<file path="src/common/gb_alu_pkg.sv">
package gb_alu_pkg;

    // ALU operation codes
    localparam logic [4:0] op_add  = 5'b00000;
    localparam logic [4:0] op_adc  = 5'b00001;
    localparam logic [4:0] op_sub  = 5'b00010;
    localparam logic [4:0] op_sbc  = 5'b00011;
    localparam logic [4:0] op_and  = 5'b00100;
    localparam logic [4:0] op_xor  = 5'b00101;
    localparam logic [4:0] op_or   = 5'b00110;
    localparam logic [4:0] op_cp   = 5'b00111;
    localparam logic [4:0] op_rlc  = 5'b01000;
    localparam logic [4:0] op_rrc  = 5'b01001;
    localparam logic [4:0] op_rl   = 5'b01010;
    localparam logic [4:0] op_rr   = 5'b01011;
    localparam logic [4:0] op_sla  = 5'b01100;
    localparam logic [4:0] op_sra  = 5'b01101;
    localparam logic [4:0] op_swap = 5'b01110;
    localparam logic [4:0] op_srl  = 5'b01111;
    localparam logic [4:0] op_lf   = 5'b10000;  // Reserved, no fetch path here
    localparam logic [4:0] op_sf   = 5'b10010;  // Reserved as well
    localparam logic [4:0] op_daa  = 5'b10100;
    localparam logic [4:0] op_cpl  = 5'b10101;
    localparam logic [4:0] op_scf  = 5'b10110;
    localparam logic [4:0] op_ccf  = 5'b10111;
    localparam logic [4:0] op_ld   = 5'b11000;  // Falls to the ALU default path
    localparam logic [4:0] op_bit  = 5'b11101;
    localparam logic [4:0] op_res  = 5'b11110;
    localparam logic [4:0] op_set  = 5'b11111;

    // Bit positions in the 4-bit flag word
    localparam int flag_z = 3;
    localparam int flag_n = 2;
    localparam int flag_h = 1;
    localparam int flag_c = 0;

    // Register field codes
    localparam logic [2:0] reg_b      = 3'd0;
    localparam logic [2:0] reg_c      = 3'd1;
    localparam logic [2:0] reg_d      = 3'd2;
    localparam logic [2:0] reg_e      = 3'd3;
    localparam logic [2:0] reg_h      = 3'd4;
    localparam logic [2:0] reg_l      = 3'd5;
    localparam logic [2:0] reg_hl_mem = 3'd6;
    localparam logic [2:0] reg_a      = 3'd7;

    // Main page opcodes matched as whole bytes
    localparam logic [7:0] opc_rlca = 8'h07;
    localparam logic [7:0] opc_rrca = 8'h0f;
    localparam logic [7:0] opc_rla  = 8'h17;
    localparam logic [7:0] opc_rra  = 8'h1f;
    localparam logic [7:0] opc_daa  = 8'h27;
    localparam logic [7:0] opc_cpl  = 8'h2f;
    localparam logic [7:0] opc_scf  = 8'h37;
    localparam logic [7:0] opc_ccf  = 8'h3f;

    typedef struct packed {
        logic [1:0] x;
        logic [2:0] y;
        logic [2:0] z;
    } gb_opcode_fields_t;

    typedef union packed {
        logic [7:0]        raw;
        gb_opcode_fields_t fields;
    } gb_opcode_t;

endpackage

</file>
<file path="src/rtl/opcode_decoder.sv">
`timescale 1ns/1ps

module opcode_decoder
    import gb_alu_pkg::*;
(
    input  logic       clk,
    input  logic       reset,
    input  logic       instr_valid,
    input  logic       instr_cb,
    input  logic [7:0] instr,
    input  logic [7:0] imm,
    output logic       dec_valid,
    output logic       dec_illegal,
    output logic [4:0] dec_op,
    output logic [2:0] dec_dst,
    output logic [2:0] dec_src,
    output logic       dec_src_imm,
    output logic [7:0] dec_imm,
    output logic [2:0] dec_bit_index,
    output logic       dec_keep_z,
    output logic       dec_write
);

    gb_opcode_t op;
    logic       legal;
    logic [4:0] op_n;
    logic [2:0] dst_n;
    logic       src_imm_n;
    logic       keep_z_n;
    logic       write_n;

    assign op = instr;

    //////////////////////////////
    // Decode
    //////////////////////////////

    always_comb begin
        legal     = 1'b1;
        op_n      = op_ld;
        dst_n     = reg_a;
        src_imm_n = 1'b0;
        keep_z_n  = 1'b0;
        if (instr_cb) begin
            // Shift group, BIT, RES or SET on register z
            dst_n = op.fields.z;
            case (op.fields.x)
                2'd0:    op_n = {2'b01, op.fields.y};
                2'd1:    op_n = op_bit;
                2'd2:    op_n = op_res;
                default: op_n = op_set;
            endcase
            legal = (op.fields.z != reg_hl_mem);
        end else begin
            case (op.raw)
                opc_rlca: begin
                    op_n     = op_rlc;
                    keep_z_n = 1'b1;
                end
                opc_rrca: begin
                    op_n     = op_rrc;
                    keep_z_n = 1'b1;
                end
                opc_rla: begin
                    op_n     = op_rl;
                    keep_z_n = 1'b1;
                end
                opc_rra: begin
                    op_n     = op_rr;
                    keep_z_n = 1'b1;
                end
                opc_daa: op_n = op_daa;
                opc_cpl: op_n = op_cpl;
                opc_scf: op_n = op_scf;
                opc_ccf: op_n = op_ccf;
                default: begin
                    if (op.fields.x == 2'd0 && op.fields.z == 3'd6) begin
                        // LD r,n
                        dst_n     = op.fields.y;
                        src_imm_n = 1'b1;
                        legal     = (op.fields.y != reg_hl_mem);
                    end else if (op.fields.x == 2'd2) begin
                        op_n  = {2'b00, op.fields.y};
                        legal = (op.fields.z != reg_hl_mem);
                    end else if (op.fields.x == 2'd3 && op.fields.z == 3'd6) begin
                        op_n      = {2'b00, op.fields.y};
                        src_imm_n = 1'b1;
                    end else begin
                        legal = 1'b0;
                    end
                end
            endcase
        end
        // BIT and CP touch only the flags
        write_n = (op_n != op_cp) && (op_n != op_bit);
    end

    always_ff @(posedge clk) begin
        if (reset) begin
            dec_valid   <= 1'b0;
            dec_illegal <= 1'b0;
        end else begin
            dec_valid   <= instr_valid & legal;
            dec_illegal <= instr_valid & ~legal;
        end
    end

    always_ff @(posedge clk) begin
        if (instr_valid) begin
            dec_op        <= op_n;
            dec_dst       <= dst_n;
            dec_src       <= op.fields.z;  // z is 7 (A) for the special opcodes
            dec_src_imm   <= src_imm_n;
            dec_imm       <= imm;
            dec_bit_index <= op.fields.y;
            dec_keep_z    <= keep_z_n;
            dec_write     <= write_n;
        end
    end

endmodule

</file>
<file path="src/alu/alu.sv">
`timescale 1ns/1ps

module alu
    import gb_alu_pkg::*;
(
    input  logic [7:0] alu_a,
    input  logic [7:0] alu_b,
    input  logic [2:0] alu_bit_index,
    input  logic [3:0] alu_flags_in,
    input  logic [4:0] alu_op,
    output logic [7:0] alu_result,
    output logic [3:0] alu_flags_out
);

    logic       carry;
    logic [4:0] sum_lo;
    logic [4:0] sum_hi;
    logic [8:0] daa_1;
    logic [8:0] daa_2;

    always_comb begin
        alu_result    = alu_b;
        alu_flags_out = 4'b0;
        carry         = 1'b0;
        sum_lo        = 5'd0;
        sum_hi        = 5'd0;
        daa_1         = 9'd0;
        daa_2         = 9'd0;
        case (alu_op)
            //////////////////////////////
            // Arithmetic and logic
            //////////////////////////////
            op_add, op_adc: begin
                carry  = (alu_op == op_adc) ? alu_flags_in[flag_c] : 1'b0;
                sum_lo = {1'b0, alu_a[3:0]} + {1'b0, alu_b[3:0]} + {4'b0, carry};
                sum_hi = {1'b0, alu_a[7:4]} + {1'b0, alu_b[7:4]} + {4'b0, sum_lo[4]};
                alu_result            = {sum_hi[3:0], sum_lo[3:0]};
                alu_flags_out[flag_h] = sum_lo[4];
                alu_flags_out[flag_c] = sum_hi[4];
                alu_flags_out[flag_z] = (alu_result == 8'd0);
            end
            op_sub, op_sbc, op_cp: begin
                // H and C come out as borrows
                carry  = (alu_op == op_sbc) ? alu_flags_in[flag_c] : 1'b0;
                sum_lo = {1'b0, alu_a[3:0]} + ~({1'b0, alu_b[3:0]} + {4'b0, carry}) + 5'd1;
                sum_hi = {1'b0, alu_a[7:4]} + ~{1'b0, alu_b[7:4]} + {4'b0, ~sum_lo[4]};
                alu_result            = (alu_op == op_cp) ? alu_a : {sum_hi[3:0], sum_lo[3:0]};
                alu_flags_out[flag_n] = 1'b1;
                alu_flags_out[flag_h] = sum_lo[4];
                alu_flags_out[flag_c] = sum_hi[4];
                alu_flags_out[flag_z] = ({sum_hi[3:0], sum_lo[3:0]} == 8'd0);
            end
            op_and: begin
                alu_result            = alu_a & alu_b;
                alu_flags_out[flag_h] = 1'b1;
                alu_flags_out[flag_z] = (alu_result == 8'd0);
            end
            op_xor: begin
                alu_result            = alu_a ^ alu_b;
                alu_flags_out[flag_z] = (alu_result == 8'd0);
            end
            op_or: begin
                alu_result            = alu_a | alu_b;
                alu_flags_out[flag_z] = (alu_result == 8'd0);
            end
            op_daa: begin
                if (!alu_flags_in[flag_n]) begin
                    if (alu_flags_in[flag_h] || (alu_a[3:0] > 4'd9))
                        daa_1 = {1'b0, alu_a} + 9'h06;
                    else
                        daa_1 = {1'b0, alu_a};
                    if (alu_flags_in[flag_c] || (daa_1 > 9'h9f))
                        daa_2 = daa_1 + 9'h60;
                    else
                        daa_2 = daa_1;
                end else begin
                    // After a subtraction only the recorded borrows adjust
                    if (alu_flags_in[flag_h])
                        daa_1 = {1'b0, alu_a - 8'h06};
                    else
                        daa_1 = {1'b0, alu_a};
                    if (alu_flags_in[flag_c])
                        daa_2 = daa_1 - 9'h60;
                    else
                        daa_2 = daa_1;
                end
                alu_result            = daa_2[7:0];
                alu_flags_out[flag_n] = alu_flags_in[flag_n];
                alu_flags_out[flag_c] = daa_2[8] | alu_flags_in[flag_c];
                alu_flags_out[flag_z] = (daa_2[7:0] == 8'd0);
            end
            op_cpl: begin
                alu_result            = ~alu_a;
                alu_flags_out         = alu_flags_in;
                alu_flags_out[flag_n] = 1'b1;
                alu_flags_out[flag_h] = 1'b1;
            end
            op_scf, op_ccf: begin
                alu_flags_out[flag_z] = alu_flags_in[flag_z];
                alu_flags_out[flag_c] = (alu_op == op_scf) ? 1'b1 : ~alu_flags_in[flag_c];
            end
            //////////////////////////////
            // Rotates and shifts
            //////////////////////////////
            op_rlc, op_rl, op_sla: begin
                alu_result[7:1] = alu_a[6:0];
                case (alu_op)
                    op_rlc:  alu_result[0] = alu_a[7];
                    op_rl:   alu_result[0] = alu_flags_in[flag_c];
                    default: alu_result[0] = 1'b0;
                endcase
                alu_flags_out[flag_c] = alu_a[7];
                alu_flags_out[flag_z] = (alu_result == 8'd0);
            end
            op_rrc, op_rr, op_sra, op_srl: begin
                alu_result[6:0] = alu_a[7:1];
                case (alu_op)
                    op_rrc:  alu_result[7] = alu_a[0];
                    op_rr:   alu_result[7] = alu_flags_in[flag_c];
                    op_sra:  alu_result[7] = alu_a[7];
                    default: alu_result[7] = 1'b0;
                endcase
                alu_flags_out[flag_c] = alu_a[0];
                alu_flags_out[flag_z] = (alu_result == 8'd0);
            end
            op_swap: begin
                alu_result            = {alu_a[3:0], alu_a[7:4]};
                alu_flags_out[flag_z] = (alu_a == 8'd0);
            end
            //////////////////////////////
            // Bit operations
            //////////////////////////////
            op_bit: begin
                alu_flags_out[flag_z] = ~alu_a[alu_bit_index];
                alu_flags_out[flag_h] = 1'b1;
                alu_flags_out[flag_c] = alu_flags_in[flag_c];
            end
            op_set, op_res: begin
                alu_result                = alu_a;
                alu_result[alu_bit_index] = (alu_op == op_set);
                alu_flags_out             = alu_flags_in;
            end
            default: begin
                // Load path passes b through untouched
                alu_flags_out = alu_flags_in;
            end
        endcase
    end

endmodule

</file>
<file path="src/rtl/register_file.sv">
`timescale 1ns/1ps

module register_file
    import gb_alu_pkg::*;
(
    input  logic       clk,
    input  logic       reset,
    input  logic [2:0] rd_addr_a,
    input  logic [2:0] rd_addr_b,
    input  logic       wr_en,
    input  logic [2:0] wr_addr,
    input  logic [7:0] wr_data,
    output logic [7:0] rd_data_a,
    output logic [7:0] rd_data_b
);

    // B..L in slots 0-5, A folded into slot 6
    logic [7:0] regs [0:6];

    function automatic logic [2:0] slot(input logic [2:0] addr);
        return (addr == reg_a) ? 3'd6 : addr;
    endfunction

    assign rd_data_a = regs[slot(rd_addr_a)];
    assign rd_data_b = regs[slot(rd_addr_b)];

    always_ff @(posedge clk) begin
        if (reset) begin
            for (int i = 0; i < 7; i++) begin
                regs[i] <= 8'd0;
            end
        end else if (wr_en) begin
            regs[slot(wr_addr)] <= wr_data;
        end
    end

endmodule

</file>
<file path="src/rtl/result_stage.sv">
`timescale 1ns/1ps

module result_stage
    import gb_alu_pkg::*;
(
    input  logic       clk,
    input  logic       reset,
    input  logic       dec_valid,
    input  logic       dec_illegal,
    input  logic [2:0] dec_dst,
    input  logic       dec_write,
    input  logic       dec_keep_z,
    input  logic [7:0] alu_result,
    input  logic [3:0] alu_flags_out,
    output logic [3:0] flag_q,
    output logic       wr_en,
    output logic [2:0] wr_addr,
    output logic [7:0] wr_data,
    output logic       result_valid,
    output logic [7:0] result,
    output logic [3:0] flags,
    output logic       illegal
);

    logic [3:0] flags_n;

    // Accumulator rotates always leave Z clear
    always_comb begin
        flags_n = alu_flags_out;
        if (dec_keep_z)
            flags_n[flag_z] = 1'b0;
    end

    // Writeback lands on the same edge as result_valid
    assign wr_en   = dec_valid & dec_write;
    assign wr_addr = dec_dst;
    assign wr_data = alu_result;
    assign flags   = flag_q;

    always_ff @(posedge clk) begin
        if (reset) begin
            flag_q       <= 4'd0;
            result_valid <= 1'b0;
            illegal      <= 1'b0;
        end else begin
            result_valid <= dec_valid;
            illegal      <= dec_illegal;
            if (dec_valid)
                flag_q <= flags_n;
        end
    end

    always_ff @(posedge clk) begin
        if (dec_valid)
            result <= alu_result;
    end

endmodule

</file>
<file path="src/rtl/alu_exec.sv">
`timescale 1ns/1ps

module alu_exec (
    input  logic       clk,
    input  logic       reset,
    input  logic       instr_valid,
    input  logic       instr_cb,
    input  logic [7:0] instr,
    input  logic [7:0] imm,
    output logic       result_valid,
    output logic [7:0] result,
    output logic [3:0] flags,
    output logic       illegal
);

    logic       dec_valid;
    logic       dec_illegal;
    logic [4:0] dec_op;
    logic [2:0] dec_dst;
    logic [2:0] dec_src;
    logic       dec_src_imm;
    logic [7:0] dec_imm;
    logic [2:0] dec_bit_index;
    logic       dec_keep_z;
    logic       dec_write;
    logic [7:0] rd_data_a;
    logic [7:0] rd_data_b;
    logic [7:0] alu_b;
    logic [7:0] alu_result;
    logic [3:0] alu_flags_out;
    logic [3:0] flag_q;
    logic       wr_en;
    logic [2:0] wr_addr;
    logic [7:0] wr_data;

    // Immediate forms replace read port b
    assign alu_b = dec_src_imm ? dec_imm : rd_data_b;

    opcode_decoder u_decoder (
        .clk           (clk),
        .reset         (reset),
        .instr_valid   (instr_valid),
        .instr_cb      (instr_cb),
        .instr         (instr),
        .imm           (imm),
        .dec_valid     (dec_valid),
        .dec_illegal   (dec_illegal),
        .dec_op        (dec_op),
        .dec_dst       (dec_dst),
        .dec_src       (dec_src),
        .dec_src_imm   (dec_src_imm),
        .dec_imm       (dec_imm),
        .dec_bit_index (dec_bit_index),
        .dec_keep_z    (dec_keep_z),
        .dec_write     (dec_write)
    );

    register_file u_regs (
        .clk       (clk),
        .reset     (reset),
        .rd_addr_a (dec_dst),
        .rd_addr_b (dec_src),
        .wr_en     (wr_en),
        .wr_addr   (wr_addr),
        .wr_data   (wr_data),
        .rd_data_a (rd_data_a),
        .rd_data_b (rd_data_b)
    );

    alu u_alu (
        .alu_a         (rd_data_a),
        .alu_b         (alu_b),
        .alu_bit_index (dec_bit_index),
        .alu_flags_in  (flag_q),
        .alu_op        (dec_op),
        .alu_result    (alu_result),
        .alu_flags_out (alu_flags_out)
    );

    result_stage u_result (
        .clk           (clk),
        .reset         (reset),
        .dec_valid     (dec_valid),
        .dec_illegal   (dec_illegal),
        .dec_dst       (dec_dst),
        .dec_write     (dec_write),
        .dec_keep_z    (dec_keep_z),
        .alu_result    (alu_result),
        .alu_flags_out (alu_flags_out),
        .flag_q        (flag_q),
        .wr_en         (wr_en),
        .wr_addr       (wr_addr),
        .wr_data       (wr_data),
        .result_valid  (result_valid),
        .result        (result),
        .flags         (flags),
        .illegal       (illegal)
    );

endmodule

</file>
<file path="config.mk">
export PLATFORM = sky130hd
export DESIGN_NAME = alu_exec
export DESIGN_NICKNAME = d
export VERILOG_FILES = /design/src/common/gb_alu_pkg.sv /design/src/rtl/opcode_decoder.sv /design/src/alu/alu.sv /design/src/rtl/register_file.sv /design/src/rtl/result_stage.sv /design/src/rtl/alu_exec.sv
export SDC_FILE = /design/constraint.sdc
export NUM_CORES = 1
export LEC_CHECK = 0
export ABC_AREA = 1
export BUFFER_PORTS_ARGS = -buffer_cell sky130_fd_sc_hd__buf_2
export CAP_MARGIN = 15
export CORE_ASPECT_RATIO = 0.6
export CORE_MARGIN = 2
export CORE_UTILIZATION = 57
export DETAILED_ROUTE_END_ITERATION = 12
export PLACE_DENSITY = 0.89
export SLEW_MARGIN = 20
export SYNTH_ARGS = -nofsm -noshare
export SYNTH_HDL_FRONTEND = slang
export SYNTH_SLANG_ARGS = --single-unit
</file>
<file path="constraint.sdc">
create_clock -name clk -period 4.7 [get_ports clk]
set_input_delay 0.94 -clock clk [delete_from_list [all_inputs] [get_ports clk]]
set_output_delay 0.94 -clock clk [all_outputs]
set_load 0.005 [all_outputs]
</file>
**Word level (Yosys, flattened, before mapping)**

Memory sizes are Yosys's and may differ from the RTL's.
Index checks and enable logic that the tools add are counted.

- Muxes and demuxes: 57
- Order comparisons: 4
- $add $sub $neg: 13
- Reduce and logical (&&, ||, !) cells: 40
- Bitwise logic cells: 14
- Equal/unequal tests: 40

Operators by type and width:

| cell | count |
|---|---|
| $pmux W8 S11 | 1 |
| $mux W9 | 9 |
| $logic_not A8 Y1 | 9 |
| $eq A5 B4 Y1 const B | 8 |
| $pmux W5 S8 | 1 |
| $eq A5 B5 Y1 const B | 7 |
| $eq A8 B6 Y1 const B | 4 |
| $mux W8 | 4 |
| $mux W1 | 22 |
| $eq A5 B3 Y1 const B | 4 |
| $mux W5 | 4 |
| $mux W3 | 6 |
| $eq A8 B5 Y1 const B | 2 |
| $reduce_or A16 Y1 | 1 |
| $reduce_or A4 Y1 | 4 |
| $reduce_or A8 Y1 | 2 |
| $add A5 B1 Y5 | 3 |
| $pmux W5 S3 | 1 |
| $reduce_or A13 Y1 | 1 |
| $reduce_bool A11 Y1 | 1 |
| $add A4 B4 Y5 | 2 |
| $add A4 B5 Y5 | 2 |
| $eq A5 B2 Y1 const B | 2 |
| $pmux W1 S10 | 1 |
| other kinds (46) | 67 |

- Output and inout port bits: 14
- Memories: 1
- Logic and storage cells: 186
- Register bits after elaboration: 41
- Input port bits: 20
- RAM bits: 56

Memories:

| name | words | width | rd ports | clocked after Yosys merged registers in | wr ports | line | text |
|---|---|---|---|---|---|---|---|
| u_regs.regs | 7 | 8 | 2 | 0 | 7 | register_file.sv:18 | `logic [7:0] regs [0:6];` |

**Longest topological paths before layout**

An unclocked memory read counts as a cell.

- Word-level depth: 16
- Depth in mapped cells: 32
- Depth with buffers taken out: 31

**Hierarchy**

From an unflattened synthesis, not the netlist that was laid out.

- Cell total of the unflattened synthesis: 1186
- Area total of the unflattened synthesis: 8428.1 um^2

By module, submodules not included:

| module | area each (um^2) | instances | sequential area each (um^2) | cells each |
|---|---|---|---|---|
| register_file | 3779.9 | 1 | 1811.7 | 520 |
| alu | 2800.2 | 1 | 0.0 | 490 |
| opcode_decoder | 1184.9 | 1 | 790.8 | 101 |
| result_stage | 558.0 | 1 | 360.3 | 49 |
| alu_exec | 105.1 | 1 | 0.0 | 26 |

**Worst setup path after synthesis**

No wires, ideal clock.

- Path type: reg2reg
- Start point: reg u_decoder.dec_src[1]
- End point: mem u_regs.regs[0][6] (data pin)
- Buffers on the path: 1
- Data required time: 4.439 ns
- Data arrival time: 4.631 ns
- Stages on the path, launching flop included: 30
- Clock period less this slack: 4.892 ns
- Path slack: -0.192 ns
- Setup time: 0.261 ns
- Path through: edfxtp_1 nand2_1 nand2_2 clkbuf_1 or2_2 a31oi_1 o311ai_0 o21ai_0 inv_1 ha_1 inv_1 fa_1 nand3_1 nand2_1 nand2_1 nand2_1 xnor2_1 fa_1 inv_1 fa_1 nor2_1 nor2_1 a22oi_1 o211ai_1 a2111oi_0 nand3_1 nand2_2 nor2_4 inv_2 nor2_1

RTL lines:

| what | line | text |
|---|---|---|
| from (decl) | opcode_decoder.sv:16 | `output logic [2:0] dec_src,` |
| from (signal assigned) | opcode_decoder.sv:112 | `dec_src <= op.fields.z;` |
| to (decl) | register_file.sv:18 |  |

==> impl_metrics.json <==
{
  "final_nets": 1186,
  "place_ws_ns": -0.260,
  "die_h_um": 94.5,
  "wire_per_inst_um": 21.5,
  "arrival_ns": 5.01,
  "synthArstFlopShare_pct": 0,
  "rsz0062_at_grt": "true",
  "ff2ff_setup_slack_ns": -0.19,
  "tightest_slew_ns": 1.10,
  "seq_power_share_pct": 34.5,
  "fin_cells": 1306,
  "overflow": 0,
  "syn2layout_area_growth_pct": 20.0,
  "status": "finished with violations",
  "clkTransAtPathRegs_ns": 0.09,
  "seq_area_um2": 2960,
  "synth.distinct_cells": 57,
  "ir_drop_uv": 211,
  "clock_latency_ns": 0.37,
  "synth_common_cells": "213 x nand2_1, 117 x inv_1, 114 x nor2_1",
  "drv_cap": 0,
  "hold_viol_final": 0,
  "required_ns": 4.81,
  "hpwl_mm": 21.4,
  "rows": 33,
  "critPathTopFamily": "adder cells",
  "fin_area_um2": 9340,
  "drt_first_pass_iters": 6,
  "wl_mm": 28.0,
  "antenna_found_initial": 0,
  "path_cells": "nand2_4, a221oi_4, o31ai_2, o21a_2, buf_6, inv_4, fa_2, fa_2, o21ai_2, a21oi_2, fa_2, fa_2, o22ai_2, a21oi_2, o221ai_2, a2111oi_2, nand3_1, nand2_2, nor2_4, inv_2, nor2_1",
  "htreeDepth": 3,
  "die_w_um": 155,
  "core-area_um2": 13500,
  "swShare_pct": 39.8,
  "ant_nets": 0,
  "clock-root-buffer": "clkbuf_16",
  "power.share.clock_pct": 25.6,
  "comb_power_share_pct": 39.9,
  "die-area_um2": 14600,
  "cp-end-kind": "flip-flop",
  "crit_path_frequent_cell": "fa_2",
  "cp-startpoint": "u_decoder.dec_src[0]",
  "dpl_cell_area_um2": 8630,
  "crit_type": "reg2reg",
  "setup_viol": 23,
  "num_vias": 8242,
  "worstHoldStart": "u_decoder.dec_illegal",
  "place.gp.congestion": 1.10,
  "final.setup_skew_ns": 0.0193,
  "nFillCells": 1109,
  "critical_path.max_stage_delay_ns": 0.59,
  "yosys_warnings": 0,
  "power_density_nw_per_um2": 339,
  "grt_pass1_vias": 7419,
  "synth_top_cell_by_area": "edfxtp_1",
  "num_io_pins": 34,
  "fin_crit_sh_pct": 104,
  "syn-cell-area_um2": 7780,
  "io_buffers": 33,
  "synth_edf_count": 88,
  "drive_gt1_share_pct": 22.1,
  "switchingPower_uw": 1260,
  "seq_area_frac_synth_pct": 38.1,
  "grt_pass1_wl_mm": 42.1,
  "antennaDiodeCount": 0,
  "grtUsageTotal_pct": 38.6,
  "clockBufferDepth": 2,
  "synth_flop_cell": "edfxtp_1",
  "multi_input_area_um2": 4390,
  "ctsHoldBuffers": 0,
  "clock_sinks": 104,
  "relSlewSlack_pct": 26.5,
  "violations": "negative setup slack",
  "critPathBufInv": 3,
  "synth_top_area_share_pct": 34.0,
  "viasPerCell": 6.31,
  "drc": 0,
  "dp_cells": 1273,
  "max_freq_ghz": 0.204,
  "ys_ff_latch": 104,
  "setup_slack_ns": -0.194,
  "timing.rr.start": "u_decoder.dec_src[0]",
  "p_leak_uw": 0.00407,
  "avgSynthCellArea_um2": 7.72,
  "grt_max_degree": 27,
  "crit_slowest_cell": "fa_2",
  "synth_area_leaders": "edfxtp_1 34%, nand2_1 10%, inv_1 5.6%, nor2_1 5.5%, ha_1 5.3%",
  "cp-start-kind": "flip-flop",
  "fin_crit_ns": 4.89,
  "hold_class": "reg2reg",
  "internal_power_uw": 1910,
  "first_iter_violations": 1491,
  "cts_tree": "built",
  "critPathMaxFanout": 5,
  "cts-buffers-inserted": 9,
  "start_util_pct": 57.6,
  "syn-instance-count": 1008,
  "synth_most_common_cell": "nand2_1",
  "finalMaxSlewViolations": 0
}
[state kept, by name, indices dropped and copies added, names as in the netlist, 3 cells and up]
register / flops
u_regs.regs: 63
u_decoder.dec_imm: 8
u_result.result: 8
u_decoder.dec_op: 5
u_result.flag_q: 4
u_decoder.dec_bit_index: 3
u_decoder.dec_dst: 3
u_decoder.dec_src: 3
[layout make-up]
type	instances	area share [%]
repair buffers	128	9.60
inverters	142	5.85
clock inverters	7	1.06
flip-flops and latches	104	31.7
clock buffers	9	2.41
multi-input cells	741	47.0
well taps	175	2.34
[cell usage in the layout, fill, tap and decap left out, types with 6 or more instances in the layout]
cell type	n
edfxtp_1	88
a22oi_1	6
o21ai_1	9
o221ai_1	9
o21ai_0	50
a221oi_1	8
nand3_1	66
a31oi_1	8
ha_1	31
nor3_1	24
a21oi_1	39
inv_1	112
nand4_1	19
conb_1	7
nand2_2	15
xor2_1	9
fa_2	7
nand2_1	207
nand2_4	8
o22ai_1	12
nand3_2	7
dfxtp_1	16
o211ai_1	11
nor2_1	113
clkbuf_16	9
buf_4	90
buf_2	33
inv_2	20
[power by group through the flow]
| stage | clock, uW | combinational, uW | sequential, uW |
|---|---|---|---|
| floorplan | 0 | 693 | 1100 |
| global placement | 0 | 1100 | 1110 |
| CTS | 814 | 1130 | 1090 |
| finish | 813 | 1260 | 1090 |
| global route | 850 | 1350 | 1100 |
| detailed placement | 0 | 1100 | 1110 |
[path summary, 6_finish.rpt]
check / depth (start not counted) / end
hold reg to reg: 2 / u_result.illegal
setup reg to reg: 21 / u_regs.regs[2][5]
setup / recovery: 21 / u_regs.regs[2][5]
hold / removal: 2 / u_result.illegal
[routing by layer]
metal | wire (um) | track usage [%]
met5 | 0 | 2.04
met4 | 542 | 9.57
met3 | 5300 | 17.9
met2 | 10400 | 49.0
met1 | 11800 | 57.7
[worst min-delay path: cells and delay by family (launching register included)]
kind                   cells  cell delay, ns
AND/OR/NAND/NOR            1            0.03
flip-flops                 1            0.32
buffers and inverters      1            0.05
[through the flow]
| step | power, uW | TNS (ns) | utilization [%] | hold slack (ns) |
|---|---|---|---|---|
| floorplan | 1790 | 0 | - | 0.388 |
| global placement | 2200 | -0.609 | 64.0 | 0.422 |
| detailed placement | 2200 | -3.35 | 64.0 | 0.419 |
| CTS | 3030 | -0.00681 | 67.3 | 0.441 |
| global route | 3290 | -6.18 | 69.2 | 0.477 |
| finish | 3170 | -2.07 | 69.2 | 0.440 |
[cell families after synthesis]
family          share of synthesized area (%)
simple gates                             27.6
compound gates                           16.5
buf+inv                                  9.41
flops                                    38.1
fa+ha+maj                                7.11
xor+xnor                                 1.35
other cells                            0.0482
[what timing repair did]
item | 4_1_cts | 5_1_grt
setup endpoints to repair | 25 | 32
resized for setup | 18 | 38
setup buffers | 5 | 11
pin swaps | 16 | 14
cloned | 1 | 0
(Power assumes the default switching activity.)
